File: config.mk
export PLATFORM = sky130hd
export DESIGN_NAME = gpuRectRender
export DESIGN_NICKNAME = d
export VERILOG_FILES = /design/src/gpuRenderPkg.sv /design/src/rectClipDecode.sv /design/src/rectScanFsm.sv /design/src/blockTracker.sv /design/src/gpuRectRender.sv
export SDC_FILE = /design/constraint.sdc
export NUM_CORES = 1
export LEC_CHECK = 0
export BUFFER_PORTS_ARGS = -buffer_cell sky130_fd_sc_hd__buf_4
export CAP_MARGIN = 25
export CORE_ASPECT_RATIO = 0.7
export CORE_MARGIN = 2
export CORE_UTILIZATION = 48
export DETAILED_ROUTE_END_ITERATION = 8
export PLACE_DENSITY = 0.73
export SYNTH_ARGS = -nofsm -noshare
export SYNTH_HDL_FRONTEND = slang
export SYNTH_SLANG_ARGS = --single-unit
File: constraint.sdc
create_clock -name i_clk -period 7.45 [get_ports i_clk]
set_input_delay 0.3725 -clock i_clk [delete_from_list [all_inputs] [get_ports i_clk]]
set_output_delay 0.3725 -clock i_clk [all_outputs]
set_load 0.01 [all_outputs]
File: src/gpuRenderPkg.sv
/* GPU rectangle render
   Shared types and constants */

package gpuRenderPkg;

	// ----------------------------------------
	// VRAM geometry
	// ----------------------------------------
	localparam int PAIR_BITS    = 1;  // Two pixels per scan step
	localparam int BLOCK_X_BITS = 4;  // 16 pixels of one row per VRAM block
	localparam int VRAM_Y_BITS  = 9;  // 512 rows
	localparam int VRAM_X_BITS  = 10; // 1024 pixels per row

	// ----------------------------------------
	// Vector types
	// ----------------------------------------
	typedef logic signed [11:0] coord_t;             // Vertex coordinate, -2048..2047
	typedef logic [VRAM_X_BITS-1:0] drawCoord_t;     // Draw area coordinate

	// Block address is { row[8:0], col[9:4] }
	typedef logic [VRAM_Y_BITS+VRAM_X_BITS-BLOCK_X_BITS-1:0] blockAdr_t;
	typedef logic [BLOCK_X_BITS-PAIR_BITS-1:0] pairIdx_t; // Pair inside block, col[3:1]
	typedef logic [1:0] maskPair_t;                       // Bit 0 is the even pixel

	// ----------------------------------------
	// Enums
	// ----------------------------------------
	typedef enum logic [1:0] {
		EV_NONE        = 2'd0,
		EV_NEW_BLOCK   = 2'd1, // First block touched by the primitive
		EV_OTHER_BLOCK = 2'd2, // Moved to a different block
		EV_FLUSH_LAST  = 2'd3  // Primitive done, flush pending block
	} blockEvent_t;

	typedef enum logic [2:0] {
		RENDER_WAIT    = 3'd0,
		RECT_START     = 3'd1,
		RECT_SCAN_LINE = 3'd2,
		FLUSH_COMPLETE = 3'd3
	} renderState_t;

	// ----------------------------------------
	// Structs
	// ----------------------------------------
	typedef struct packed {
		coord_t x0, y0, x1, y1; // Inclusive corners
	} rect_t;

	typedef struct packed {
		drawCoord_t x0, y0, x1, y1; // Inclusive
	} drawArea_t;

	typedef struct packed {
		drawCoord_t left;   // Even aligned
		drawCoord_t top;
		drawCoord_t right;  // Exact, may be odd
		drawCoord_t bottom;
		logic       reject; // Nothing to draw
	} clipBox_t;

	typedef struct packed {
		logic      read;
		blockAdr_t adr;
		pairIdx_t  pair;
	} stencilReq_t;

	typedef struct packed {
		logic        writeL;
		logic        writeR;
		drawCoord_t  x;     // Even pixel of the pair
		drawCoord_t  y;
		blockEvent_t ev;
	} pixelWrite_t;

endpackage

File: src/rectClipDecode.sv
/* Rectangle clip decode */

module rectClipDecode (
	input  logic                    i_clk,
	input  logic                    i_arstN,
	input  logic                    i_start,    // Only pulsed while idle
	input  gpuRenderPkg::rect_t     i_rect,
	input  gpuRenderPkg::drawArea_t i_drawArea,
	output gpuRenderPkg::clipBox_t  o_box,
	output gpuRenderPkg::drawCoord_t o_drawLeft // Clipped left edge, not aligned
);

	// Draw area widened to the signed vertex range
	gpuRenderPkg::coord_t daX0, daY0, daX1, daY1;
	gpuRenderPkg::coord_t clipL, clipT, clipR, clipB;
	logic isInverted, isEmpty;
	logic rejectReg;

	assign daX0 = gpuRenderPkg::coord_t'({2'b00, i_drawArea.x0});
	assign daY0 = gpuRenderPkg::coord_t'({2'b00, i_drawArea.y0});
	assign daX1 = gpuRenderPkg::coord_t'({2'b00, i_drawArea.x1});
	assign daY1 = gpuRenderPkg::coord_t'({2'b00, i_drawArea.y1});

	// ----------------------------------------
	// Intersection, signed compares
	// ----------------------------------------
	assign clipL = (i_rect.x0 > daX0) ? i_rect.x0 : daX0; // Max of left edges
	assign clipT = (i_rect.y0 > daY0) ? i_rect.y0 : daY0;
	assign clipR = (i_rect.x1 < daX1) ? i_rect.x1 : daX1; // Min of right edges
	assign clipB = (i_rect.y1 < daY1) ? i_rect.y1 : daY1;

	assign isInverted = (i_rect.x0 > i_rect.x1) | (i_rect.y0 > i_rect.y1);
	assign isEmpty    = (clipL > clipR) | (clipT > clipB); // Also catches a rect outside the area

	// Box values, only meaningful when not rejected
	always_ff @(posedge i_clk) begin
		if (i_start) begin
			o_box.left   <= {clipL[9:1], 1'b0}; // Scan starts on an even pixel
			o_box.top    <= clipT[9:0];
			o_box.right  <= clipR[9:0];         // Kept exact to drop the odd pixel
			o_box.bottom <= clipB[9:0];
			o_drawLeft   <= clipL[9:0];
		end
	end

	// Reject flag
	always_ff @(posedge i_clk or negedge i_arstN) begin
		if (!i_arstN) begin
			rejectReg <= 1'b1;
		end else if (i_start) begin
			rejectReg <= isInverted | isEmpty;
		end
	end

	assign o_box.reject = rejectReg;

endmodule

File: src/rectScanFsm.sv
/* Rectangle scan FSM */

module rectScanFsm (
	input  logic                     i_clk,
	input  logic                     i_arstN,
	input  logic                     i_start,
	input  gpuRenderPkg::clipBox_t   i_box,
	input  gpuRenderPkg::drawCoord_t i_drawLeft,
	input  logic                     i_checkMask,
	input  logic                     i_memBusy,
	input  gpuRenderPkg::maskPair_t  i_stencilValue, // Answer to last cycle's read
	output gpuRenderPkg::stencilReq_t o_stencilReq,
	output logic                     o_writeL,
	output logic                     o_writeR,
	output gpuRenderPkg::drawCoord_t o_pairX,
	output gpuRenderPkg::drawCoord_t o_pairY,
	output logic                     o_firstPrim,    // Primitive not yet scanning
	output logic                     o_flush,
	output logic                     o_busy,
	output logic                     o_renderInactiveNextCycle
);

	gpuRenderPkg::renderState_t currState, nextState;

	// One extra bit so the pair after x=1022 does not wrap to 0
	logic [gpuRenderPkg::VRAM_X_BITS:0] scanX, nextX;
	gpuRenderPkg::drawCoord_t scanY, nextY;

	logic readSig;
	logic flushSent;
	logic pairInLine, lastLine;
	logic insideL, insideR;
	logic maskOkL, maskOkR;

	// ----------------------------------------
	// Pair membership
	// ----------------------------------------
	assign pairInLine = (scanX <= {1'b0, i_box.right}); // Even pixel not past right edge
	assign lastLine   = (scanY == i_box.bottom);
	assign insideL    = (scanX[gpuRenderPkg::VRAM_X_BITS-1:0] >= i_drawLeft); // Odd left edge
	assign insideR    = (scanX < {1'b0, i_box.right});  // Odd pixel still <= right

	// Stencil bit set means protected pixel
	assign maskOkL = !i_checkMask | !i_stencilValue[0];
	assign maskOkR = !i_checkMask | !i_stencilValue[1];

	// ----------------------------------------
	// Next state and scan decision
	// ----------------------------------------
	always_comb begin
		nextState = currState;
		nextX     = scanX;
		nextY     = scanY;
		readSig   = 1'b0;
		o_writeL  = 1'b0;
		o_writeR  = 1'b0;
		o_flush   = 1'b0;

		case (currState)
		gpuRenderPkg::RENDER_WAIT: begin
			if (i_start) begin
				nextState = gpuRenderPkg::RECT_START;
			end
		end
		gpuRenderPkg::RECT_START: begin
			if (i_box.reject) begin
				nextState = gpuRenderPkg::RENDER_WAIT; // Empty or inverted, done
			end else begin
				nextState = gpuRenderPkg::RECT_SCAN_LINE;
				nextX     = {1'b0, i_box.left};
				nextY     = i_box.top;
				readSig   = 1'b1;                      // Stencil of the first pair
			end
		end
		gpuRenderPkg::RECT_SCAN_LINE: begin
			readSig = 1'b1;                            // Repeats for the same pair on stall
			if (!i_memBusy) begin
				if (pairInLine) begin
					o_writeL = insideL & maskOkL;
					o_writeR = insideR & maskOkR;
					nextX    = scanX + 2'd2;
				end else if (lastLine) begin
					nextState = gpuRenderPkg::FLUSH_COMPLETE;
					readSig   = 1'b0;
				end else begin
					nextX = {1'b0, i_box.left};        // Line wrap, one idle cycle
					nextY = scanY + 1'b1;
				end
			end
		end
		gpuRenderPkg::FLUSH_COMPLETE: begin
			if (flushSent) begin
				nextState = gpuRenderPkg::RENDER_WAIT;
			end else begin
				o_flush = 1'b1;                        // Exactly once per primitive
			end
		end
		default: begin
			nextState = gpuRenderPkg::RENDER_WAIT;
		end
		endcase
	end

	// ----------------------------------------
	// State and position
	// ----------------------------------------
	always_ff @(posedge i_clk or negedge i_arstN) begin
		if (!i_arstN) begin
			currState <= gpuRenderPkg::RENDER_WAIT;
			scanX     <= '0;
			scanY     <= '0;
			flushSent <= 1'b0;
		end else begin
			currState <= nextState;
			scanX     <= nextX;
			scanY     <= nextY;
			flushSent <= o_flush;
		end
	end

	// Read always targets the pair current next cycle
	assign o_stencilReq.read = readSig;
	assign o_stencilReq.adr  = {nextY[gpuRenderPkg::VRAM_Y_BITS-1:0],
		nextX[gpuRenderPkg::VRAM_X_BITS-1:gpuRenderPkg::BLOCK_X_BITS]};
	assign o_stencilReq.pair = nextX[gpuRenderPkg::BLOCK_X_BITS-1:gpuRenderPkg::PAIR_BITS];

	assign o_pairX     = scanX[gpuRenderPkg::VRAM_X_BITS-1:0];
	assign o_pairY     = scanY;
	assign o_firstPrim = (currState == gpuRenderPkg::RENDER_WAIT) |
		(currState == gpuRenderPkg::RECT_START);
	assign o_busy      = (currState != gpuRenderPkg::RENDER_WAIT);
	assign o_renderInactiveNextCycle = (currState != gpuRenderPkg::RENDER_WAIT) &&
		(nextState == gpuRenderPkg::RENDER_WAIT);

endmodule

File: src/blockTracker.sv
/* VRAM block tracker */

module blockTracker (
	input  logic                      i_clk,
	input  logic                      i_arstN,
	input  logic                      i_writeL,
	input  logic                      i_writeR,
	input  gpuRenderPkg::drawCoord_t  i_pairX,
	input  gpuRenderPkg::drawCoord_t  i_pairY,
	input  logic                      i_firstPrim, // Arms the new-block tag
	input  logic                      i_flush,
	output gpuRenderPkg::pixelWrite_t o_pixelWrite
);

	gpuRenderPkg::blockAdr_t currAdr, prevAdr;
	gpuRenderPkg::blockEvent_t blockEv;
	logic anyWrite;
	logic pendingFirst; // Still set means nothing written yet

	assign anyWrite = i_writeL | i_writeR;
	assign currAdr  = {i_pairY[gpuRenderPkg::VRAM_Y_BITS-1:0],
		i_pairX[gpuRenderPkg::VRAM_X_BITS-1:gpuRenderPkg::BLOCK_X_BITS]};

	// ----------------------------------------
	// Event select
	// ----------------------------------------
	always_comb begin
		blockEv = gpuRenderPkg::EV_NONE;
		if (anyWrite) begin
			if (pendingFirst)
				blockEv = gpuRenderPkg::EV_NEW_BLOCK;
			else if (currAdr != prevAdr)
				blockEv = gpuRenderPkg::EV_OTHER_BLOCK;
		end else if (i_flush && !pendingFirst) begin
			blockEv = gpuRenderPkg::EV_FLUSH_LAST; // Only if a block is open
		end
	end

	// Last written block
	always_ff @(posedge i_clk) begin
		if (anyWrite)
			prevAdr <= currAdr;
	end

	always_ff @(posedge i_clk or negedge i_arstN) begin
		if (!i_arstN) begin
			pendingFirst <= 1'b1;
			o_pixelWrite <= '0;           // EV_NONE, no writes
		end else begin
			if (i_firstPrim)
				pendingFirst <= 1'b1;
			else if (anyWrite)
				pendingFirst <= 1'b0;

			o_pixelWrite.writeL <= i_writeL;
			o_pixelWrite.writeR <= i_writeR;
			o_pixelWrite.x      <= i_pairX;
			o_pixelWrite.y      <= i_pairY;
			o_pixelWrite.ev     <= blockEv;
		end
	end

endmodule

File: src/gpuRectRender.sv
/* GPU rectangle render top */

module gpuRectRender (
	input  logic                      i_clk,
	input  logic                      i_arstN,
	input  logic                      i_start,
	input  gpuRenderPkg::rect_t       i_rect,
	input  gpuRenderPkg::drawArea_t   i_drawArea,
	input  logic                      i_checkMask,
	input  logic                      i_memBusy,
	input  gpuRenderPkg::maskPair_t   i_stencilValue,
	output gpuRenderPkg::stencilReq_t o_stencilReq,
	output gpuRenderPkg::pixelWrite_t o_pixelWrite,
	output logic                      o_busy,
	output logic                      o_renderInactiveNextCycle
);

	gpuRenderPkg::clipBox_t   clipBox;
	gpuRenderPkg::drawCoord_t drawLeft;
	gpuRenderPkg::drawCoord_t pairX, pairY;
	logic writeL, writeR;
	logic firstPrim, flush;
	logic startIdle;

	assign startIdle = i_start & !o_busy; // Box must stay stable during a scan

	// ----------------------------------------
	// Clip, scan, block tagging
	// ----------------------------------------
	rectClipDecode u_rectClipDecode (
		.i_clk      (i_clk),
		.i_arstN    (i_arstN),
		.i_start    (startIdle),
		.i_rect     (i_rect),
		.i_drawArea (i_drawArea),
		.o_box      (clipBox),
		.o_drawLeft (drawLeft)
	);

	rectScanFsm u_rectScanFsm (
		.i_clk                     (i_clk),
		.i_arstN                   (i_arstN),
		.i_start                   (i_start),
		.i_box                     (clipBox),
		.i_drawLeft                (drawLeft),
		.i_checkMask               (i_checkMask),
		.i_memBusy                 (i_memBusy),
		.i_stencilValue            (i_stencilValue),
		.o_stencilReq              (o_stencilReq),
		.o_writeL                  (writeL),
		.o_writeR                  (writeR),
		.o_pairX                   (pairX),
		.o_pairY                   (pairY),
		.o_firstPrim               (firstPrim),
		.o_flush                   (flush),
		.o_busy                    (o_busy),
		.o_renderInactiveNextCycle (o_renderInactiveNextCycle)
	);

	blockTracker u_blockTracker (
		.i_clk        (i_clk),
		.i_arstN      (i_arstN),
		.i_writeL     (writeL),
		.i_writeR     (writeR),
		.i_pairX      (pairX),
		.i_pairY      (pairY),
		.i_firstPrim  (firstPrim),
		.i_flush      (flush),
		.o_pixelWrite (o_pixelWrite)
	);

endmodule

After elaboration in Yosys (flattened, before gate mapping)
Cells that the tools add are included.
{ "word_totals": {"regBits": 115, "latchBits": 0, "mem_bits_rw": 0, "romBits": 0, "inputBits": 95, "n_memories": 0} }
{ "op_classes": {"n_addsub": 2, "n_mul": 0, "div_mod_pow": 0, "n_lt_le_gt_ge": 11, "n_eq_ne": 10, "shifts": 0, "n_mux": 40, "n_bitwise": 10, "reduce_logical": 14} }
{ "ops": {"columns": ["cell", "count"], "rows": [
  ["$gt 12x12->1", 4],
  ["$mux 12", 4],
  ["$mux 11", 4],
  ["$mux 10", 4],
  ["$gt 12x11->1", 2],
  ["$lt 12x11->1", 2],
  ["$pmux 11 s2", 1],
  ["$pmux 10 s2", 1],
  ["$mux 3", 5],
  ["$ne 15x15->1", 1],
  ["$mux 1", 14],
  ["$pmux 3 s4", 1],
  ["$add 11x2->11 const B", 1],
  ["$le 11x10->1", 1],
  ["$lt 11x10->1", 1],
  ["$add 10x1->10 const B", 1],
  ["$eq 10x10->1", 1],
  ["$ge 10x10->1", 1],
  ["$mux 2", 5],
  ["$ne 2x2->1 const B", 4],
  ["$or 1x1->1", 7],
  ["$eq 3x2->1 const B", 2],
  ["$logic_not 3->1", 2],
  ["$logic_not 1->1", 5],
  ["other kinds (9)", 13]
]} }

Longest topological paths before layout
{ "depth": {"depth_word": 9, "ltp_mapped": 21, "mapped_depth_nobuf": 20} }

Hierarchy
Synthesis repeated with hierarchy kept, for this count alone.
{ "unflattened": {"cells_unflattened": 796, "hier_area_um2": 7966.4} }
{ "by_module_without_submodules": {"columns": ["mod", "n_inst", "cells_each", "area_per_inst_um2"], "rows": [
  ["rectClipDecode", 1, 420, 4105.2],
  ["rectScanFsm", 1, 307, 2563.7],
  ["blockTracker", 1, 68, 1283.7],
  ["gpuRectRender", 1, 1, 13.8]
]} }

Worst setup path before layout
OpenSTA, ideal clock, no wires.
{ "synth_timing": {"kind": "input to register", "start": "input i_drawArea[9] (netlist name)", "end": "register u_rectClipDecode.rejectReg", "setup_ns": 0.094, "arrival_ns": 3.469, "slack_ns": 3.886, "path_stages": 16, "path_buffers": 1, "cell_sequence": "inv_1 > ha_1 > a2111oi_0 > nor4b_1 > a21oi_1 > ha_1 > clkbuf_1 > nand2b_1 > ha_1 > a211o_1 > a211oi_1 > o21ai_0 > a21oi_1 > a311oi_1 > a2111oi_0 > a2bb2oi_1"} }
{ "synth_between": {"elab_chain_cells": 5} }
{ "synth_rtl": {"columns": ["item", "line_no", "rtl"], "rows": [
  ["start, declared", "gpuRectRender.sv:8", "input gpuRenderPkg::drawArea_t i_drawArea,"],
  ["$lt 12x11->1", "rectClipDecode.sv:30", "assign clipB = (i_rect.y1 < daY1) ? i_rect.y1 : daY1;"],
  ["$mux 12 (*)", "rectClipDecode.sv:30", null],
  ["$gt 12x12->1 (*)", "rectClipDecode.sv:33", "assign isEmpty = (clipL > clipR) | (clipT > clipB);"],
  ["$or 1x1->1 (*)", "rectClipDecode.sv:33", null],
  ["$or 1x1->1 (*)", "rectClipDecode.sv:51", "rejectReg <= isInverted | isEmpty;"],
  ["end signal, assigned", "rectClipDecode.sv:51", null],
  ["end, declared", "rectClipDecode.sv:17", "logic rejectReg;"]
]} }
Mark *: on every way between the ends. The rest lies on a longest branch, timed or not.
A chain may end at the register's enable or synchronous reset.

Worst setup path after layout
{ "layout_timing": {"start": "input i_rect[9] (netlist name)", "end": "register u_rectClipDecode.rejectReg"} }
{ "layout_between": {"elab_chain_cells": 5, "word_cells_on_any_way": 7, "classes_between": "order compare (3); mux (1); bitwise (3)"} }
{ "layout_rtl": {"columns": ["item", "line_no", "rtl"], "rows": [
  ["start, declared", "gpuRectRender.sv:7", "input gpuRenderPkg::rect_t i_rect,"],
  ["$lt 12x11->1", "rectClipDecode.sv:30", null],
  ["$mux 12", "rectClipDecode.sv:30", null],
  ["via u_rectClipDecode.clipB[5]", "rectClipDecode.sv:15", "gpuRenderPkg::coord_t clipL, clipT, clipR, clipB;"],
  ["$gt 12x12->1", "rectClipDecode.sv:33", null],
  ["$or 1x1->1", "rectClipDecode.sv:33", null],
  ["$or 1x1->1", "rectClipDecode.sv:51", null]
]} }
The timed path passes the listed nets, and every way through them passes these cells.

==> flow_summary.json <==
{
  "htree_levels": 3,
  "place_ws_ns": 3.22,
  "p_leak_nw": 4.31,
  "synth_ff_type": "edfxtp_1",
  "critPathArrivalTime_ns": 4.25,
  "cts_hold_buffers": 0,
  "synth_cell_types": 78,
  "path_class": "input port to flop",
  "viasPerCell": 5.45,
  "period_share_pct": 53.6,
  "grt_pass1_vias": 5732,
  "std_cell_rows": 38,
  "area_growth_pct": 16.9,
  "grt_pass1_wl_um": 30200,
  "drive_gt1_share_pct": 21.0,
  "synthArstFlopShare_pct": 47.1,
  "timing.final.ws_setup_ns": 3.46,
  "max_cap_viol_count": 0,
  "start_util_pct": 49.7,
  "fin_skew_ns": 0.00665,
  "antenna_found_initial": 0,
  "worst-endpoint-required_ns": 7.71,
  "period_needed_ns": 3.99,
  "cts_sinks": 104,
  "synth-seq-cells": 104,
  "worst_setup_hold_path_clk_slew_ns": 0.07,
  "antenna_cells": 0,
  "hold_ws_ns": 0.0465,
  "wire_per_inst_um": 16.7,
  "cts_buffers": 9,
  "worstHoldPathType": "input port to asynchronous set/reset pin",
  "layout.cells.non_filler": 1085,
  "end_kind": "flop",
  "grt_usage_pct": 21.8,
  "dieArea_um2": 17200,
  "nFillCells": 1374,
  "clock.fmax_mhz": 250,
  "io_buffer_count": 138,
  "yosysSeqAreaShare_pct": 37.1,
  "critPathLaunchType": "input port",
  "ios": 140,
  "overflow": 0,
  "clock_latency_ns": 0.34,
  "power-per-cell-area_nw_per_um2": 238,
  "dr.first_iter.drc_count": 558,
  "final_util_pct": 58.0,
  "rsz0062_at_grt": "no",
  "root_buffer": "clkbuf_16",
  "first_pass_iters": 5,
  "dp_cells": 1069,
  "totalWireLength_um": 18200,
  "cp_max_fo": 20,
  "netlist_instances": 767,
  "power.total_mw": 2.16,
  "cts.repair.resized": 0,
  "placed_cell_area_um2": 8800,
  "via_count": 5912,
  "fp.dieH_um": 110,
  "synth_warnings": 0,
  "setup_viol": 0,
  "relSlewSlack_pct": 31.5,
  "grt_max_degree": 50,
  "final-hold-violation-count": 0,
  "avgSynthCellArea_um2": 10.1,
  "synth_edf_count": 55,
  "syn_area_um2": 7770,
  "fp.dieW_um": 156,
  "hpwl_um": 14800,
  "place_congestion": 0.948,
  "setup_tns_ns": 0,
  "drc_errors": 0,
  "worstMarginPinSlew_ns": 1.02,
  "vdd_drop_max_mv": 0.154,
  "status": "complete, no violations",
  "drtAntennaViolNets": 0,
  "tritoncts": "done",
  "postCtsSetupRepairBufs": 0,
  "nets": 1083,
  "slew_viol_final": 0,
  "clockBufferDepth": 2,
  "fin_area_um2": 9080,
  "coreArea_um2": 15600
}
cell type report:
type	instances	area, um^2	area share (%)
clock buffer	10	229	2.52
timing repair buffer	140	1050	11.6
sequential	104	2880	31.7
multi-input combinational	509	4190	46.1
inverter	116	435	4.80
tap	200	250	2.76
clock inverter	6	48.8	0.537
report_power, final:
group,internal [mW],leakage (nW),switching [mW]
Combinational,0.404,3.05,0.426
Clock,0.232,0.140,0.217
Sequential,0.729,1.12,0.156
Total,1.36,4.31,0.799
layout by cell type, fill, tap and decap left out, types with 3 or more instances in the layout:
cell,instances
a2111oi_0,4
a211o_1,5
a211oi_1,7
a21o_1,9
a21oi_1,35
a221o_1,4
a22oi_1,7
buf_4,140
clkbuf_16,9
conb_1,4
dfrtp_1,47
edfxtp_1,55
ha_1,108
inv_1,115
mux2_1,18
mux2_2,7
mux2i_1,5
nand2_1,53
nand2b_1,11
nand3_1,11
nand4_1,16
nor2_1,23
nor2b_1,13
nor3_1,9
nor4_1,3
nor4b_1,4
o211ai_1,8
o21a_1,28
o21ai_0,24
o22ai_1,5
o311ai_1,6
o31ai_1,3
or3_1,3
xnor2_1,20
xor2_1,6
state kept, by name (all words and copies together) (netlist names):
name,cells
u_rectClipDecode.o_drawLeft,10
u_blockTracker.o_pixelWrite,23
u_rectScanFsm.scanX,10
u_rectScanFsm.currState,3
u_rectScanFsm.flushSent,1
u_rectClipDecode.o_box,30
u_rectClipDecode.rejectReg,1
u_blockTracker.prevAdr,15
u_rectScanFsm.o_pairY,10
u_blockTracker.pendingFirst,1
cell usage after synthesis (8+ instances only):
master | n | share of area (%)
buf_4 | 25 | 2.4
a21o_1 | 9 | 0.87
nor2_1 | 23 | 1.1
ha_1 | 108 | 17
nor3_1 | 9 | 0.58
edfxtp_1 | 55 | 21
o211ai_1 | 8 | 0.77
dfrtp_1 | 47 | 15
nor2b_1 | 13 | 1.0
a21oi_1 | 35 | 2.3
o21ai_0 | 24 | 1.5
clkbuf_1 | 8 | 0.39
nand4_1 | 16 | 1.3
inv_1 | 115 | 5.6
nand2b_1 | 11 | 0.89
xnor2_1 | 20 | 2.3
nand2_1 | 53 | 2.6
mux2_1 | 18 | 2.6
o21a_1 | 28 | 2.7
nand3_1 | 11 | 0.71
worst paths after layout:
path | startpoint | end | slack [ns] | depth (start not counted)
min in group i_clk | i_stencilValue[1] | u_blockTracker.o_pixelWrite[22]$_DFF_PN0_ | 0.32 | 2
max | i_rect[9] | u_rectClipDecode.rejectReg$_DFFE_PN1P_ | 3.46 | 16
min reg2reg | u_blockTracker.pendingFirst$_DFFE_PN1P_ | u_blockTracker.pendingFirst$_DFFE_PN1P_ | 0.51 | 1
max reg2reg | u_rectScanFsm.scanX[8]$_DFF_PN0_ | u_blockTracker.prevAdr[4]$_DFFE_PP_ | 4.40 | 8
max in group asynchronous | i_arstN | u_blockTracker.o_pixelWrite[11]$_DFF_PN0_ | 6.98 | 1
min | i_arstN | u_rectScanFsm.scanX[1]$_DFF_PN0_ | 0.05 | 1
cells by family (layout without fill, tap and decap cells):
| group | count (synthesis) | after routing | synth area share, % |
|---|---|---|---|
| XOR/XNOR | 26 | 26 | 2.93 |
| AND/OR/NAND/NOR | 166 | 166 | 12.2 |
| adder cells (fa/ha/maj) | 108 | 108 | 17.4 |
| multiplexers | 31 | 31 | 4.56 |
| flip-flops | 104 | 104 | 37.1 |
| AO/OA/AOI/OAI | 174 | 174 | 16.6 |
| other | 1 | 4 | 0.0483 |
| buffers and inverters | 157 | 272 | 9.21 |
per-layer routing:
layer / up-vias / GRT usage, % / wire length, um
li1: 2976 / - / -
met1: 2702 / 35.9 / 9710
met2: 219 / 29.8 / 7090
met3: 15 / 3.45 / 1180
met4: 0 / 4.10 / 168
met5: - / 0 / 0
worst max-delay path, cell delays in order:
cell	delay (ns)
buf_4	0.11
ha_1	0.31
a2111oi_0	0.54
nor4b_1	0.30
a21oi_1	0.12
ha_1	0.51
o21ai_0	0.51
inv_1	0.09
ha_1	0.30
a21o_1	0.18
a21oi_1	0.15
o21ai_0	0.10
a21oi_1	0.12
a311oi_1	0.06
a2111oi_0	0.33
a2bb2oi_1	0.13
No activity file was read; power rests on OpenSTA's default activity.
